## src/usbCtrlEp_macros.svh

```systemverilog
`ifndef USBCTRLEP_MACROS_SVH
`define USBCTRLEP_MACROS_SVH

// endpoint 0 packet size in bytes, also bMaxPacketSize0
`define MAX_PKT 8

// usbserial binds to this exact pair
`define VENDOR_ID 16'h1337
`define PRODUCT_ID 16'hf055

// device descriptor bLength
`define DEVICE_LEN 18

// config + interface + two endpoints, 9+9+7+7 bytes
`define CONFIG_LEN 32

`endif
```

## src/usbSpecPkg.sv

```systemverilog
package usbSpecPkg;

  // standard bRequest codes, USB 2.0 table 9-4
  typedef enum logic [7:0] {
    GET_STATUS        = 8'd0,
    CLEAR_FEATURE     = 8'd1,
    SET_FEATURE       = 8'd3,
    SET_ADDRESS       = 8'd5,
    GET_DESCRIPTOR    = 8'd6,
    SET_DESCRIPTOR    = 8'd7,
    GET_CONFIGURATION = 8'd8,
    SET_CONFIGURATION = 8'd9
  } bRequest_e;

  // bDescriptorType values, table 9-5
  typedef enum logic [7:0] {
    DEVICE        = 8'd1,
    CONFIGURATION = 8'd2,
    STRING        = 8'd3, // never served here
    INTERFACE     = 8'd4,
    ENDPOINT      = 8'd5
  } descType_e;

  // class codes
  localparam logic [7:0] BASECLASS_UNKNOWN = 8'h00; // class defined per interface
  localparam logic [7:0] BASECLASS_VENDOR  = 8'hff; // vendor specific

  // bmAttributes transfer type
  localparam logic [7:0] ENDPTYPE_BULK = 8'h02;

endpackage

```

## src/ctrlEpPkg.sv

```systemverilog
`include "usbCtrlEp_macros.svh"

package ctrlEpPkg;

  // 8-byte setup packet, first field is msb so byte 0 lands in bits 7:0
  typedef struct packed {
    logic [15:0]           wLength;   // bytes 7:6
    logic [15:0]           wIndex;    // bytes 5:4
    usbSpecPkg::descType_e descType;  // wValue high byte
    logic [7:0]            descIndex; // wValue low byte, also the new address
    usbSpecPkg::bRequest_e bRequest;  // byte 1
    logic                  dirIn;     // bmRequestType.7, device to host
    logic [1:0]            reqType;   // standard, class, vendor
    logic [4:0]            recipient; // device, interface, endpoint
  } setupPkt_t;

  // one endpoint packet and its length
  typedef struct packed {
    logic [8*`MAX_PKT-1:0]      data;
    logic [$clog2(`MAX_PKT):0]  nBytes;
  } epPayload_t;

  // token type of the current transaction, from the host-side engine
  typedef struct packed {
    logic setup;
    logic out;
    logic in;
  } txnFlags_t;

  // control transfer stage
  typedef enum logic [1:0] {
    STAGE_IDLE   = 2'd0,
    STAGE_NODATA = 2'd1, // setup, status in
    STAGE_READ   = 2'd2, // setup, data in, status out
    STAGE_WRITE  = 2'd3  // setup, data out, status in
  } ctrlStage_e;

  // latched and decoded request
  typedef struct packed {
    setupPkt_t  setup;
    logic       isSetAddress;
    logic       selDevice;    // device descriptor, else config set
    logic [6:0] nBytesToSend; // min of descriptor length and wLength
  } ctrlReq_t;

endpackage

```

## src/usbCtrlEp.sv

```systemverilog
`timescale 1ns/1ps

module usbCtrlEp (
  input  logic                  i_clk,
  input  logic                  i_reset,
  input  ctrlEpPkg::txnFlags_t  i_txnType,  // token of current transaction
  input  logic                  i_er0Valid,
  input  ctrlEpPkg::epPayload_t i_er0Pkt,
  output logic                  o_er0Ready,
  input  logic                  i_et0Ready, // high for one cycle on ack or stall
  output logic                  o_et0Valid,
  output ctrlEpPkg::epPayload_t o_et0Pkt,
  output logic                  o_er0Stall,
  output logic                  o_et0Stall,
  output logic [6:0]            o_devAddr
);

  ctrlEpPkg::ctrlStage_e stage;
  ctrlEpPkg::ctrlReq_t   req;
  logic                  tfrBegin;
  logic                  statusIn;
  logic                  et0ZeroLen;

  assign et0ZeroLen = (o_et0Pkt.nBytes == '0); // status packets are empty

  ctrlStageTracker tracker (
    .i_clk        (i_clk),
    .i_reset      (i_reset),
    .i_txnType    (i_txnType),
    .i_er0Valid   (i_er0Valid),
    .i_er0Pkt     (i_er0Pkt),
    .i_et0Ready   (i_et0Ready),
    .i_et0Valid   (o_et0Valid),
    .i_et0ZeroLen (et0ZeroLen),
    .o_er0Ready   (o_er0Ready),
    .o_stage      (stage),
    .o_req        (req),
    .o_er0Stall   (o_er0Stall),
    .o_et0Stall   (o_et0Stall),
    .o_begin      (tfrBegin),
    .o_statusIn   (statusIn)
  );

  descriptorStreamer streamer (
    .i_clk      (i_clk),
    .i_reset    (i_reset),
    .i_stage    (stage),
    .i_req      (req),
    .i_begin    (tfrBegin),
    .i_et0Ready (i_et0Ready),
    .o_et0Valid (o_et0Valid),
    .o_et0Pkt   (o_et0Pkt)
  );

  deviceAddress addrReg (
    .i_clk      (i_clk),
    .i_reset    (i_reset),
    .i_begin    (tfrBegin),
    .i_req      (req),
    .i_statusIn (statusIn),
    .o_devAddr  (o_devAddr)
  );

endmodule

```

## src/deviceAddress.sv

```systemverilog
`timescale 1ns/1ps

module deviceAddress (
  input  logic                i_clk,
  input  logic                i_reset,
  input  logic                i_begin,    // new setup accepted
  input  ctrlEpPkg::ctrlReq_t i_req,
  input  logic                i_statusIn, // zero-length status in acked
  output logic [6:0]          o_devAddr
);

  logic       armed;   // status of the current transfer not yet seen
  logic       applied; // sticky once an address took effect
  logic [6:0] addrQ;

  always_ff @(posedge i_clk) begin
    if (i_reset) begin
      armed   <= 1'b0;
      applied <= 1'b0;
    end else if (i_begin) begin
      armed <= 1'b1;
    end else if (i_statusIn && armed) begin
      armed <= 1'b0;
      if (i_req.isSetAddress) applied <= 1'b1;
    end
  end

  // new address only after the status stage completes
  always_ff @(posedge i_clk) begin
    if (i_statusIn && armed && i_req.isSetAddress) begin
      addrQ <= i_req.setup.descIndex[6:0]; // wValue bits 6:0
    end
  end

  assign o_devAddr = applied ? addrQ : 7'd0; // default address until set

endmodule

```

## src/descriptorStreamer.sv

```systemverilog
`timescale 1ns/1ps
`include "usbCtrlEp_macros.svh"

module descriptorStreamer (
  input  logic                  i_clk,
  input  logic                  i_reset,
  input  ctrlEpPkg::ctrlStage_e i_stage,
  input  ctrlEpPkg::ctrlReq_t   i_req,
  input  logic                  i_begin,    // setup accepted
  input  logic                  i_et0Ready, // host acked
  output logic                  o_et0Valid,
  output ctrlEpPkg::epPayload_t o_et0Pkt
);

  localparam int NBYTES_W = $clog2(`MAX_PKT) + 1;

  logic [2:0]            pktCnt;    // packets acked in this transfer
  logic [6:0]            sentBytes;
  logic [6:0]            leftBytes;
  logic                  moreData;
  logic [8*`MAX_PKT-1:0] window;

  descriptorRom descRom (
    .i_selDevice (i_req.selDevice),
    .i_pktIndex  (pktCnt),
    .o_window    (window)
  );

  assign sentBytes = 7'(pktCnt) * 7'(`MAX_PKT);
  // equal counts too, so an exact multiple ends with a zero-length packet
  assign moreData  = (sentBytes <= i_req.nBytesToSend);
  assign leftBytes = i_req.nBytesToSend - sentBytes; // only meaningful with moreData

  always_comb begin
    o_et0Pkt.data = window;
    case (i_stage)
      ctrlEpPkg::STAGE_READ: begin
        o_et0Valid      = moreData;
        o_et0Pkt.nBytes = (leftBytes >= 7'(`MAX_PKT)) ?
                          NBYTES_W'(`MAX_PKT) : leftBytes[NBYTES_W-1:0];
      end
      ctrlEpPkg::STAGE_NODATA, ctrlEpPkg::STAGE_WRITE: begin
        o_et0Valid      = 1'b1; // zero-length status packet
        o_et0Pkt.nBytes = '0;
      end
      default: begin
        o_et0Valid      = 1'b0;
        o_et0Pkt.nBytes = '0;
      end
    endcase
  end

  // advances only on ack, so data holds under back-pressure
  always_ff @(posedge i_clk) begin
    if (i_reset || i_begin) begin
      pktCnt <= '0;
    end else if (o_et0Valid && i_et0Ready) begin
      pktCnt <= pktCnt + 3'd1;
    end
  end

  pktSizeLimit: assert property (@(posedge i_clk) disable iff (i_reset)
    o_et0Valid |-> (o_et0Pkt.nBytes <= NBYTES_W'(`MAX_PKT)))
    else $error("in packet longer than MAX_PKT");

endmodule

```

## src/descriptorRom.sv

```systemverilog
`timescale 1ns/1ps
`include "usbCtrlEp_macros.svh"

module descriptorRom (
  input  logic                  i_selDevice, // device, else config set
  input  logic [2:0]            i_pktIndex,
  output logic [8*`MAX_PKT-1:0] o_window
);

  localparam int WIN_W = 8 * `MAX_PKT;
  localparam int ROM_W = 8 * WIN_W; // one window per pktIndex value

  // usbserial device descriptor, last byte first
  localparam logic [8*`DEVICE_LEN-1:0] DEVICE_DESC = {
    8'd1,                          // bNumConfigurations
    8'd0,                          // iSerialNumber
    8'd0,                          // iProduct
    8'd0,                          // iManufacturer
    16'h0000,                      // bcdDevice
    `PRODUCT_ID,                   // idProduct
    `VENDOR_ID,                    // idVendor
    8'(`MAX_PKT),                  // bMaxPacketSize0
    8'd0,                          // bDeviceProtocol
    8'd0,                          // bDeviceSubClass
    usbSpecPkg::BASECLASS_UNKNOWN, // bDeviceClass, see interface
    16'h0200,                      // bcdUSB 2.0
    usbSpecPkg::DEVICE,            // bDescriptorType
    8'(`DEVICE_LEN)                // bLength
  };

  // config, vendor interface, bulk out ep1, bulk in ep1
  localparam logic [8*`CONFIG_LEN-1:0] CONFIG_DESC = {
    8'd0,                          // bInterval, unused for bulk
    16'(`MAX_PKT),                 // wMaxPacketSize
    usbSpecPkg::ENDPTYPE_BULK,     // bmAttributes
    8'h81,                         // bEndpointAddress, ep1 in
    usbSpecPkg::ENDPOINT,
    8'd7,
    8'd0,                          // bInterval
    16'(`MAX_PKT),                 // wMaxPacketSize
    usbSpecPkg::ENDPTYPE_BULK,
    8'h01,                         // bEndpointAddress, ep1 out
    usbSpecPkg::ENDPOINT,
    8'd7,
    8'd0,                          // iInterface
    8'd0,                          // bInterfaceProtocol
    8'd0,                          // bInterfaceSubClass
    usbSpecPkg::BASECLASS_VENDOR,  // bInterfaceClass, driver matches vid:pid
    8'd2,                          // bNumEndpoints
    8'd0,                          // bAlternateSetting
    8'd0,                          // bInterfaceNumber
    usbSpecPkg::INTERFACE,
    8'd9,
    8'd50,                         // bMaxPower 100mA
    8'hc0,                         // bmAttributes, self and bus powered
    8'd0,                          // iConfiguration
    8'd1,                          // bConfigurationValue
    8'd1,                          // bNumInterfaces
    16'(`CONFIG_LEN),              // wTotalLength
    usbSpecPkg::CONFIGURATION,
    8'd9
  };

  // zero padded so windows past the end read as zero
  localparam logic [ROM_W-1:0] DEVICE_IMAGE = {{(ROM_W - 8*`DEVICE_LEN){1'b0}}, DEVICE_DESC};
  localparam logic [ROM_W-1:0] CONFIG_IMAGE = {{(ROM_W - 8*`CONFIG_LEN){1'b0}}, CONFIG_DESC};

  logic [ROM_W-1:0] image;

  assign image    = i_selDevice ? DEVICE_IMAGE : CONFIG_IMAGE;
  assign o_window = image[i_pktIndex*WIN_W +: WIN_W]; // byte pktIndex*MAX_PKT in bits 7:0

endmodule

```

## src/ctrlStageTracker.sv

```systemverilog
`timescale 1ns/1ps
`include "usbCtrlEp_macros.svh"

module ctrlStageTracker (
  input  logic                  i_clk,
  input  logic                  i_reset,
  input  ctrlEpPkg::txnFlags_t  i_txnType,
  input  logic                  i_er0Valid,
  input  ctrlEpPkg::epPayload_t i_er0Pkt,
  input  logic                  i_et0Ready, // ack or stall seen
  input  logic                  i_et0Valid,
  input  logic                  i_et0ZeroLen,
  output logic                  o_er0Ready,
  output ctrlEpPkg::ctrlStage_e o_stage,
  output ctrlEpPkg::ctrlReq_t   o_req,
  output logic                  o_er0Stall,
  output logic                  o_et0Stall,
  output logic                  o_begin,    // setup accepted this cycle
  output logic                  o_statusIn  // no-data status in accepted
);

  ctrlEpPkg::setupPkt_t  setupIn;
  ctrlEpPkg::ctrlStage_e reqStage;
  logic                  outAccepted;
  logic                  zeroInSent;
  logic                  isRead;
  logic                  isWrite;
  logic                  isGetDesc;
  logic                  descKnown;
  logic                  supported;
  logic                  fullDesc;
  logic [6:0]            descLen;
  logic [6:0]            reqDescLen; // length of the latched descriptor

  assign setupIn = ctrlEpPkg::setupPkt_t'(i_er0Pkt.data); // raw bytes as setup fields

  // ack setups always, and the zero-length status out of a read
  assign o_er0Ready  = i_txnType.setup || (o_stage == ctrlEpPkg::STAGE_READ);
  assign o_begin     = i_txnType.setup && i_er0Valid && o_er0Ready;
  assign outAccepted = i_txnType.out && i_er0Valid && o_er0Ready;
  assign zeroInSent  = i_txnType.in && i_et0Valid && i_et0Ready && i_et0ZeroLen;
  assign o_statusIn  = zeroInSent && (o_stage == ctrlEpPkg::STAGE_NODATA);

  assign isRead    = (setupIn.wLength != '0) && setupIn.dirIn;
  assign isWrite   = (setupIn.wLength != '0) && !setupIn.dirIn;
  assign isGetDesc = (setupIn.bRequest == usbSpecPkg::GET_DESCRIPTOR);
  assign descKnown = (setupIn.descType == usbSpecPkg::DEVICE) ||
                     (setupIn.descType == usbSpecPkg::CONFIGURATION);
  assign supported = (setupIn.bRequest == usbSpecPkg::SET_ADDRESS) || (isGetDesc && descKnown);

  assign descLen = (setupIn.descType == usbSpecPkg::DEVICE) ? 7'(`DEVICE_LEN) : 7'(`CONFIG_LEN);
  // whole descriptor fits in the full 16-bit wLength
  assign fullDesc = ({9'b0, descLen} <= setupIn.wLength);

  assign reqDescLen = o_req.selDevice ? 7'(`DEVICE_LEN) : 7'(`CONFIG_LEN);

  always_comb begin
    if (setupIn.wLength == '0) begin
      reqStage = ctrlEpPkg::STAGE_NODATA; // status in only
    end else if (setupIn.dirIn) begin
      // a stalled read never enters its data stage
      reqStage = supported ? ctrlEpPkg::STAGE_READ : ctrlEpPkg::STAGE_IDLE;
    end else begin
      reqStage = ctrlEpPkg::STAGE_WRITE; // stalled below, data never taken
    end
  end

  always_ff @(posedge i_clk) begin
    if (i_reset) begin
      o_stage    <= ctrlEpPkg::STAGE_IDLE;
      o_et0Stall <= 1'b0;
      o_er0Stall <= 1'b0;
      o_req      <= '0;
    end else if (o_begin) begin // any setup restarts the transfer
      o_stage                <= reqStage;
      o_et0Stall             <= isRead && !supported;  // held until next setup
      o_er0Stall             <= isWrite && !supported;
      o_req.setup            <= setupIn;
      o_req.isSetAddress     <= (setupIn.bRequest == usbSpecPkg::SET_ADDRESS);
      o_req.selDevice        <= (setupIn.descType == usbSpecPkg::DEVICE);
      o_req.nBytesToSend     <= fullDesc ? descLen : setupIn.wLength[6:0];
    end else begin
      case (o_stage)
        ctrlEpPkg::STAGE_READ: begin
          if (outAccepted) o_stage <= ctrlEpPkg::STAGE_IDLE; // status out acked
        end
        ctrlEpPkg::STAGE_NODATA, ctrlEpPkg::STAGE_WRITE: begin
          if (zeroInSent) o_stage <= ctrlEpPkg::STAGE_IDLE; // status in acked
        end
        default: o_stage <= o_stage;
      endcase
    end
  end

  stallExclusive: assert property (@(posedge i_clk) disable iff (i_reset)
    !(o_er0Stall && o_et0Stall))
    else $error("both endpoint 0 stalls raised");

  // short read length is wLength itself and never truncated
  shortLenFits: assert property (@(posedge i_clk) disable iff (i_reset)
    (o_stage == ctrlEpPkg::STAGE_READ && o_req.nBytesToSend < reqDescLen)
      |-> (o_req.setup.wLength == 16'(o_req.nBytesToSend)))
    else $error("short read length does not match wLength");

endmodule

```

## config.mk

```make
export PLATFORM = sky130hd
export DESIGN_NAME = usbCtrlEp
export DESIGN_NICKNAME = d
export VERILOG_FILES = /design/src/usbSpecPkg.sv /design/src/ctrlEpPkg.sv /design/src/usbCtrlEp.sv /design/src/deviceAddress.sv /design/src/descriptorStreamer.sv /design/src/descriptorRom.sv /design/src/ctrlStageTracker.sv
export VERILOG_INCLUDE_DIRS = /design/src /design/src/src
export SDC_FILE = /design/constraint.sdc
export NUM_CORES = 1
export LEC_CHECK = 0
export BUFFER_PORTS_ARGS = -buffer_cell sky130_fd_sc_hd__buf_2
export CELL_PAD_IN_SITES_DETAIL_PLACEMENT = 1
export CELL_PAD_IN_SITES_GLOBAL_PLACEMENT = 1
export CORE_UTILIZATION = 25
export DETAILED_ROUTE_END_ITERATION = 8
export PLACE_DENSITY = 0.76
export SYNTH_ARGS = -nofsm -noshare
export SYNTH_HDL_FRONTEND = slang
export SYNTH_SLANG_ARGS = --single-unit
```

## constraint.sdc

```tcl
create_clock -name i_clk -period 2.1 [get_ports i_clk]
set_input_delay 0.105 -clock i_clk [delete_from_list [all_inputs] [get_ports i_clk]]
set_output_delay 0.105 -clock i_clk [all_outputs]
set_load 0.05 [all_outputs]
```

==> metrics.yaml, run 1 <==
floorplan:
  die_y_um: 95.96
  core_region_area_um2: 8382
  die_x_um: 95.96
  ioPinCount: 154
  die_area_um2: 9208
  start_util: 0.2633
  core.rowCount: 33
yosys:
  syn_area_um2: 2207
  synth_area_per_cell_um2: 8.489
  ys_seq_area_frac: 0.3220
  synth_cells: 260
  synth_top_flop_cell: "dfxtp_1"
  synth-seq-cells: 32
  synth_warnings: 0
  synth_cell_types: 48
  synth_edf_count: 7
  synth-async-reset-ratio: 0
routing:
  drc: 0
  ant_nets: 0
  drtIter0Drc: 31
  dr.pass1.iters: 4
  routed_wirelength_um: 5423
  wl_per_cell_um: 12.02
  vias: 1997
  viasPerCell: 4.428
layout:
  utilization: 0.3396
  n_fill_cell: 1029
  final_common_cell: "buf_2"
  final_nets: 434
  drive_gt1_frac: 0.4364
  num_antenna_cells: 0
  stdcell_area_um2: 2846
  areaGrowthSynthToFinish_pct: 28.97
  final_cell_mix: "buf_2 (98), nand2_1 (26), conb_1 (24)"
global_routing:
  track_usage: 0.1187
  grt_overflow_total: 0
  grt_busiest_layer: "met2"
  met3_usage: 0.02844
  met2_usage: 0.2125
  use_met1: 0.1385
  antenna_found_initial: 0
  grt_max_degree: 23
  grt_pass1_wl_um: 8487
  first_global_vias: 1900
timing:
  fin_crit_sh: 1.017
  skew_ns: 0.004264
  hold_viol: 0
  clock.fmax_mhz: 468.1
  fin_ws_ns: -0.03613
  min_period_ns: 2.136
  setup_viol: 4
  rsz0062_at_grt: "yes"
  drv_slew: 0
setup_path:
  endpoint_kind: "output pin"
  r2r_cells: 9
  arrival_ns: 2.03
  criticalPathCategory: "flop to output pin"
  crit_path_start_kind: "flop"
  crit_fanout: 3
  worstPathRequired_ns: 2.00
place:
  pre_cts_ws_ns: -0.2518
  post_dp_cell_area_um2: 2638
  place_hpwl_um: 4554
  io_buffers: 101
  gp_routability_congestion: 0.7699
cts:
  postCtsHoldBufs: 0
  clkSlewWorstSetupHoldPaths_ns: 0.07
  cts_tree: "yes"
  cts_sinks: 32
  htreeDepth: 2
  post_cts.repair.setup_buffers: 0
  numCtsBuffers: 5
  cts-root-buf: "clkbuf_8"
  clk_latency_ns: 0.28
  cts_buffer_depth: 2
outcome:
  status: "finished, violations left"
  failed_checks: "negative setup slack"
min_path:
  holdCritPathClass: "input pin to flop"
  min_path_cells: 3
power:
  irDropWorstVdd_mv: 0.2434
  p_per_area_nw_per_um2: 606.9
  power_mw: 1.728
  p_leak_nw: 1.392
job:
  cap_violations: 0
[path summary, 6_finish.rpt]
| path | from | endpoint | slack [ns] |
|---|---|---|---|
| worst max register to register | tracker.o_req[3] | streamer.pktCnt[0] | 0.29 |
| worst min register to register | tracker.o_req[28] | addrReg.addrQ[3] | 0.43 |
| worst min-delay path | i_er0Pkt[23] | tracker.o_req[28] | 0.06 |
| worst max-delay path | tracker.o_req[3] | o_et0Pkt[0] | -0.04 |
[per-stage QoR]
| stage | instances | setup TNS [ns] | hold WS (ns) |
|---|---|---|---|
| floorplan | 283 | -0.4455 | 0.2202 |
| global placement | 443 | -0.2216 | 0.3407 |
| detailed placement | 443 | -1.060 | 0.3598 |
| CTS | 451 | -0.6956 | 0.05565 |
| global route | 451 | -0.5662 | 0.05986 |
| finish | 451 | -0.1387 | 0.06135 |
[worst max-delay path: stages, from the launching register on]
cell and delay [ns]:
dfxtp_2 0.33, inv_2 0.05, ha_4 0.15, inv_2 0.05, fa_2 0.41, nand3b_1 0.22
nor4_4 0.22, and2_4 0.20, buf_8 0.14
[synth_stat cells (all sizes together), types with 2 or more instances]
cell	count	area share
a22o	2	0.0079
a311oi	3	0.012
edfxtp	7	0.095
nor2b	4	0.011
buf	52	0.18
nand2b	3	0.0085
inv	16	0.027
o21ai	4	0.0091
or2	4	0.011
nand3b	2	0.0068
and2	15	0.043
clkbuf	3	0.0051
nor3	11	0.032
nor4	7	0.028
ha	13	0.074
a21oi	21	0.049
o21bai	2	0.0068
nand2	26	0.044
dfxtp	25	0.23
or4	2	0.0068
nor2	12	0.020
nand3	7	0.016
[report_power, final]
| group | total [mW] | internal (mW) | switching, mW |
|---|---|---|---|
| combinational | 0.505 | 0.130 | 0.375 |
| sequential | 0.657 | 0.645 | 0.0125 |
| clock | 0.565 | 0.352 | 0.214 |
[sequential cells by signal, summed over array words and instances (netlist names)]
| signal | count |
|---|---|
| addrReg.addrQ | 7 |
| addrReg.applied | 1 |
| addrReg.armed | 1 |
| streamer.pktCnt | 3 |
| tracker.o_er0Stall | 1 |
| tracker.o_et0Stall | 1 |
| tracker.o_req | 16 |
| tracker.o_stage | 2 |
[cells by family (layout without fill, tap and decap cells)]
kind of cell / after synthesis / after routing / share of synthesized area
AOI/OAI and AO/OA: 40 / 40 / 0.1168
xor gates and xnor gates: 2 / 2 / 0.007938
adders and majority gates: 14 / 14 / 0.08277
buffers and inverters: 71 / 134 / 0.2086
DFF: 32 / 32 / 0.3220
other: 1 / 24 / 0.001699
and+or+nand+nor: 100 / 100 / 0.2602
[final cells by class]
type                    instances  area (um^2)  area share
multi-input cells             180         1231      0.4325
well taps                     105        131.4     0.04615
inverters                      16        60.06     0.02110
repair buffers                110        603.1      0.2119
flip-flops and latches         32        713.2      0.2505
clock inverters                 2        35.03     0.01231
clock buffers                   6        72.57     0.02549
[metal layers]
metal	routed length, um	part of all wire
met5	0	0
met4	81	0.015
met3	409	0.075
met2	2658	0.49
met1	2274	0.42
[repair_timing]
item	CTS	global route
pin swaps	7	10
endpoints found under the hold margin	0	0
resized for setup	18	8
endpoints found under the setup margin	5	10
No activity file was read; power rests on OpenSTA's default activity.
==> inputs of run 2 (changes only) <==
- RECOVER_POWER: not set -> 25
==> metrics.yaml, run 2 (same netlist as run 1, synthesis figures left out) <==
place:
  pre_cts_ws_ns: -0.2518  # unchanged
  gp_routability_congestion: 0.7699  # unchanged
  io_buffers: 101  # unchanged
  place_hpwl_um: 4554  # unchanged
layout:
  final_cell_mix: "buf_2 (93), nand2_1 (26), conb_1 (24)"  # was buf_2 (98), nand2_1 (26), conb_1 (24)
  num_antenna_cells: 0  # unchanged
  largest_reg_flops: 16  # unchanged
  n_fill_cell: 1029  # unchanged
  final_nets: 434  # unchanged
  final_common_cell: "buf_2"  # unchanged
  reg.largest.list: "tracker.o_req: 16 flops, addrReg.addrQ: 7 flops, streamer.pktCnt: 3 flops"  # unchanged
  top_register: "tracker.o_req"  # unchanged
  areaGrowthSynthToFinish_pct: 28.51  # was 28.97%
  utilization: 0.3384  # was 0.3396
  drive_gt1_frac: 0.4191  # was 0.4364
global_routing:
  grt_overflow_total: 0  # unchanged
  first_global_vias: 1900  # unchanged
  antenna_found_initial: 0  # unchanged
  grt_max_degree: 23  # unchanged
  grt_pass1_wl_um: 8487  # unchanged
  track_usage: 0.1187  # unchanged
routing:
  drtIter0Drc: 30  # was 31
  wl_per_cell_um: 12.07  # was 12.02 um
  dr.pass1.iters: 4  # unchanged
  ant_nets: 0  # unchanged
  drc: 0  # unchanged
  vias: 1996  # was 1,997
  viasPerCell: 4.426  # was 4.428
  routed_wirelength_um: 5442  # was 5423 um
outcome:
  failed_checks: "negative setup slack"  # unchanged
  status: "finished, violations left"  # unchanged
setup_path:
  criticalPathCategory: "flop to output pin"  # unchanged
  critPathTopFamily: "simple AND/OR/NAND/NOR gates"  # unchanged
  endpoint_kind: "output pin"  # unchanged
  cp_common_cell: "inv_2"  # unchanged
  worstPathRequired_ns: 2.00  # about the same
  r2r_cells: 9  # unchanged
  crit_fanout: 3  # unchanged
  rrSetupSlack_ns: 0.29  # about the same
  critPathMaxStageDelay_ns: 0.41  # about the same
  r2r-end: "streamer.pktCnt[0]"  # unchanged
  crit_path_start_kind: "flop"  # unchanged
  path_buf_inv: 3  # unchanged
  cp_slowest_cell: "fa_2"  # unchanged
  r2r_start: "tracker.o_req[3]"  # unchanged
  path_cells: "inv_2 > ha_4 > inv_2 > fa_2 > nand3b_1 > nor4_4 > and2_4 > buf_8"  # unchanged
  arrival_ns: 2.03  # about the same
cts:
  cts_sinks: 32  # unchanged
  clkSlewWorstSetupHoldPaths_ns: 0.07  # about the same
  post_cts.repair.setup_buffers: 0  # unchanged
  htreeDepth: 2  # unchanged
  numCtsBuffers: 5  # unchanged
  clk_latency_ns: 0.28  # about the same
  cts_buffer_depth: 2  # unchanged
  cts_tree: "yes"  # unchanged
  cts-root-buf: "clkbuf_8"  # unchanged
timing:
  skew_ns: 0.004388  # was 0.004264 ns
  rsz0062_at_grt: "yes"  # unchanged
  fin_ws_ns: -0.03651  # was -0.03613 ns
  relSlewSlack: 0.5864
  min_period_ns: 2.137  # was 2.136 ns
  drv_slew: 0  # unchanged
  clock.fmax_mhz: 468.1  # about the same
  setup_viol: 4  # unchanged
  hold_viol: 0  # unchanged
  fin_crit_sh: 1.017  # about the same
  worst_pin_slew_ns: 0.6231
power:
  power_mw: 1.726  # was 1.728 mW
  p_leak_nw: 1.368  # was 1.392 nW
  irDropWorstVdd_mv: 0.2438  # was 0.2434 mV
  p_per_area_nw_per_um2: 608.6  # was 606.9 nW/um^2
floorplan:
  core.rowCount: 33  # unchanged
  start_util: 0.2633  # unchanged
  die_y_um: 95.96  # unchanged
  die_area_um2: 9208  # unchanged
  die_x_um: 95.96  # unchanged
  ioPinCount: 154  # unchanged
  core_region_area_um2: 8382  # unchanged
min_path:
  holdPathEnd: "tracker.o_req[28]"  # unchanged
  hold_start: "i_er0Pkt[23]"  # unchanged
  holdCritPathClass: "input pin to flop"  # unchanged
  min_path_cells: 3  # unchanged
job:
  cap_violations: 0  # unchanged
==> run 2: cell types whose count changed in the layout (fill, tap and decap cells not counted), sizes merged <==
cell    delta
clkbuf     +6
buf        -6
==> run 2: through the flow <==
| stage | area [um^2] | TNS (ns) | hold WS (ns) | instances |
|---|---|---|---|---|
| 2_1_floorplan | 2333 | -0.4455 | 0.2202 | 283 |
| 3_3_place_gp | 2638 | -0.2216 | 0.3407 | 443 |
| 3_5_place_dp | 2638 | -1.060 | 0.3598 | 443 |
| 4_1_cts | 2806 | -0.6956 | 0.05565 | 451 |
| 5_1_grt | 2836 | -0.5662 | 0.05986 | 451 |
| 6_report | 2836 | -0.1402 | 0.06353 | 451 |
==> run 2: worst max path at each step <==
stage / from / end / slack, ns / depth (start not counted)
2_1_floorplan: streamer.pktCnt[0] / o_et0Pkt[13] / -0.33 / 4
3_3_place_gp: i_er0Pkt[31] / tracker.o_req[5] / -0.11 / 9
3_5_place_dp: i_er0Pkt[31] / tracker.o_req[5] / -0.25 / 9
6_report: tracker.o_req[3] / o_et0Pkt[0] / -0.04 / 8
5_1_grt: tracker.o_req[4] / o_et0Pkt[0] / -0.15 / 7
4_1_cts: tracker.o_req[3] / o_et0Pkt[0] / -0.19 / 9
==> run 2: final cells by class <==
type | count | area [um^2] | area share
Clock buffer | 6 | 72.57 | 0.02558
Clock inverter | 2 | 35.03 | 0.01235
Inverter | 16 | 60.06 | 0.02117
Multi-Input combinational cell | 180 | 1231 | 0.4341
Sequential cell | 32 | 713.2 | 0.2514
Tap cell | 105 | 131.4 | 0.04632
Timing Repair Buffer | 110 | 593.1 | 0.2091
==> run 2: per-layer routing <==
metal	up-vias	track usage	part of all wire
met5	-	0	0
met4	0	0.03856	0.015
met3	8	0.02844	0.068
met2	99	0.2125	0.50
met1	912	0.1385	0.42
li1	977	-	-
==> run 2: report_power, final <==
group	total (mW)	internal, mW	switching (mW)
combinational	0.503	0.129	0.375
clock	0.566	0.352	0.214
sequential	0.657	0.645	0.0125
==> run 2: timing repair <==
item | in CTS | in global routing
gates cloned | 0 | 0
setup endpoints to repair | 5 | 10
hold buffers | 0 | 0
resized for setup | 18 | 8
pin swaps | 7 | 10
==> run 2: tightest hold or removal path, delay by kind of cell <==
family,cells,cell delay (ns)
compound gates,1,0.05
buf+inv,1,0.10
simple gates,1,0.05
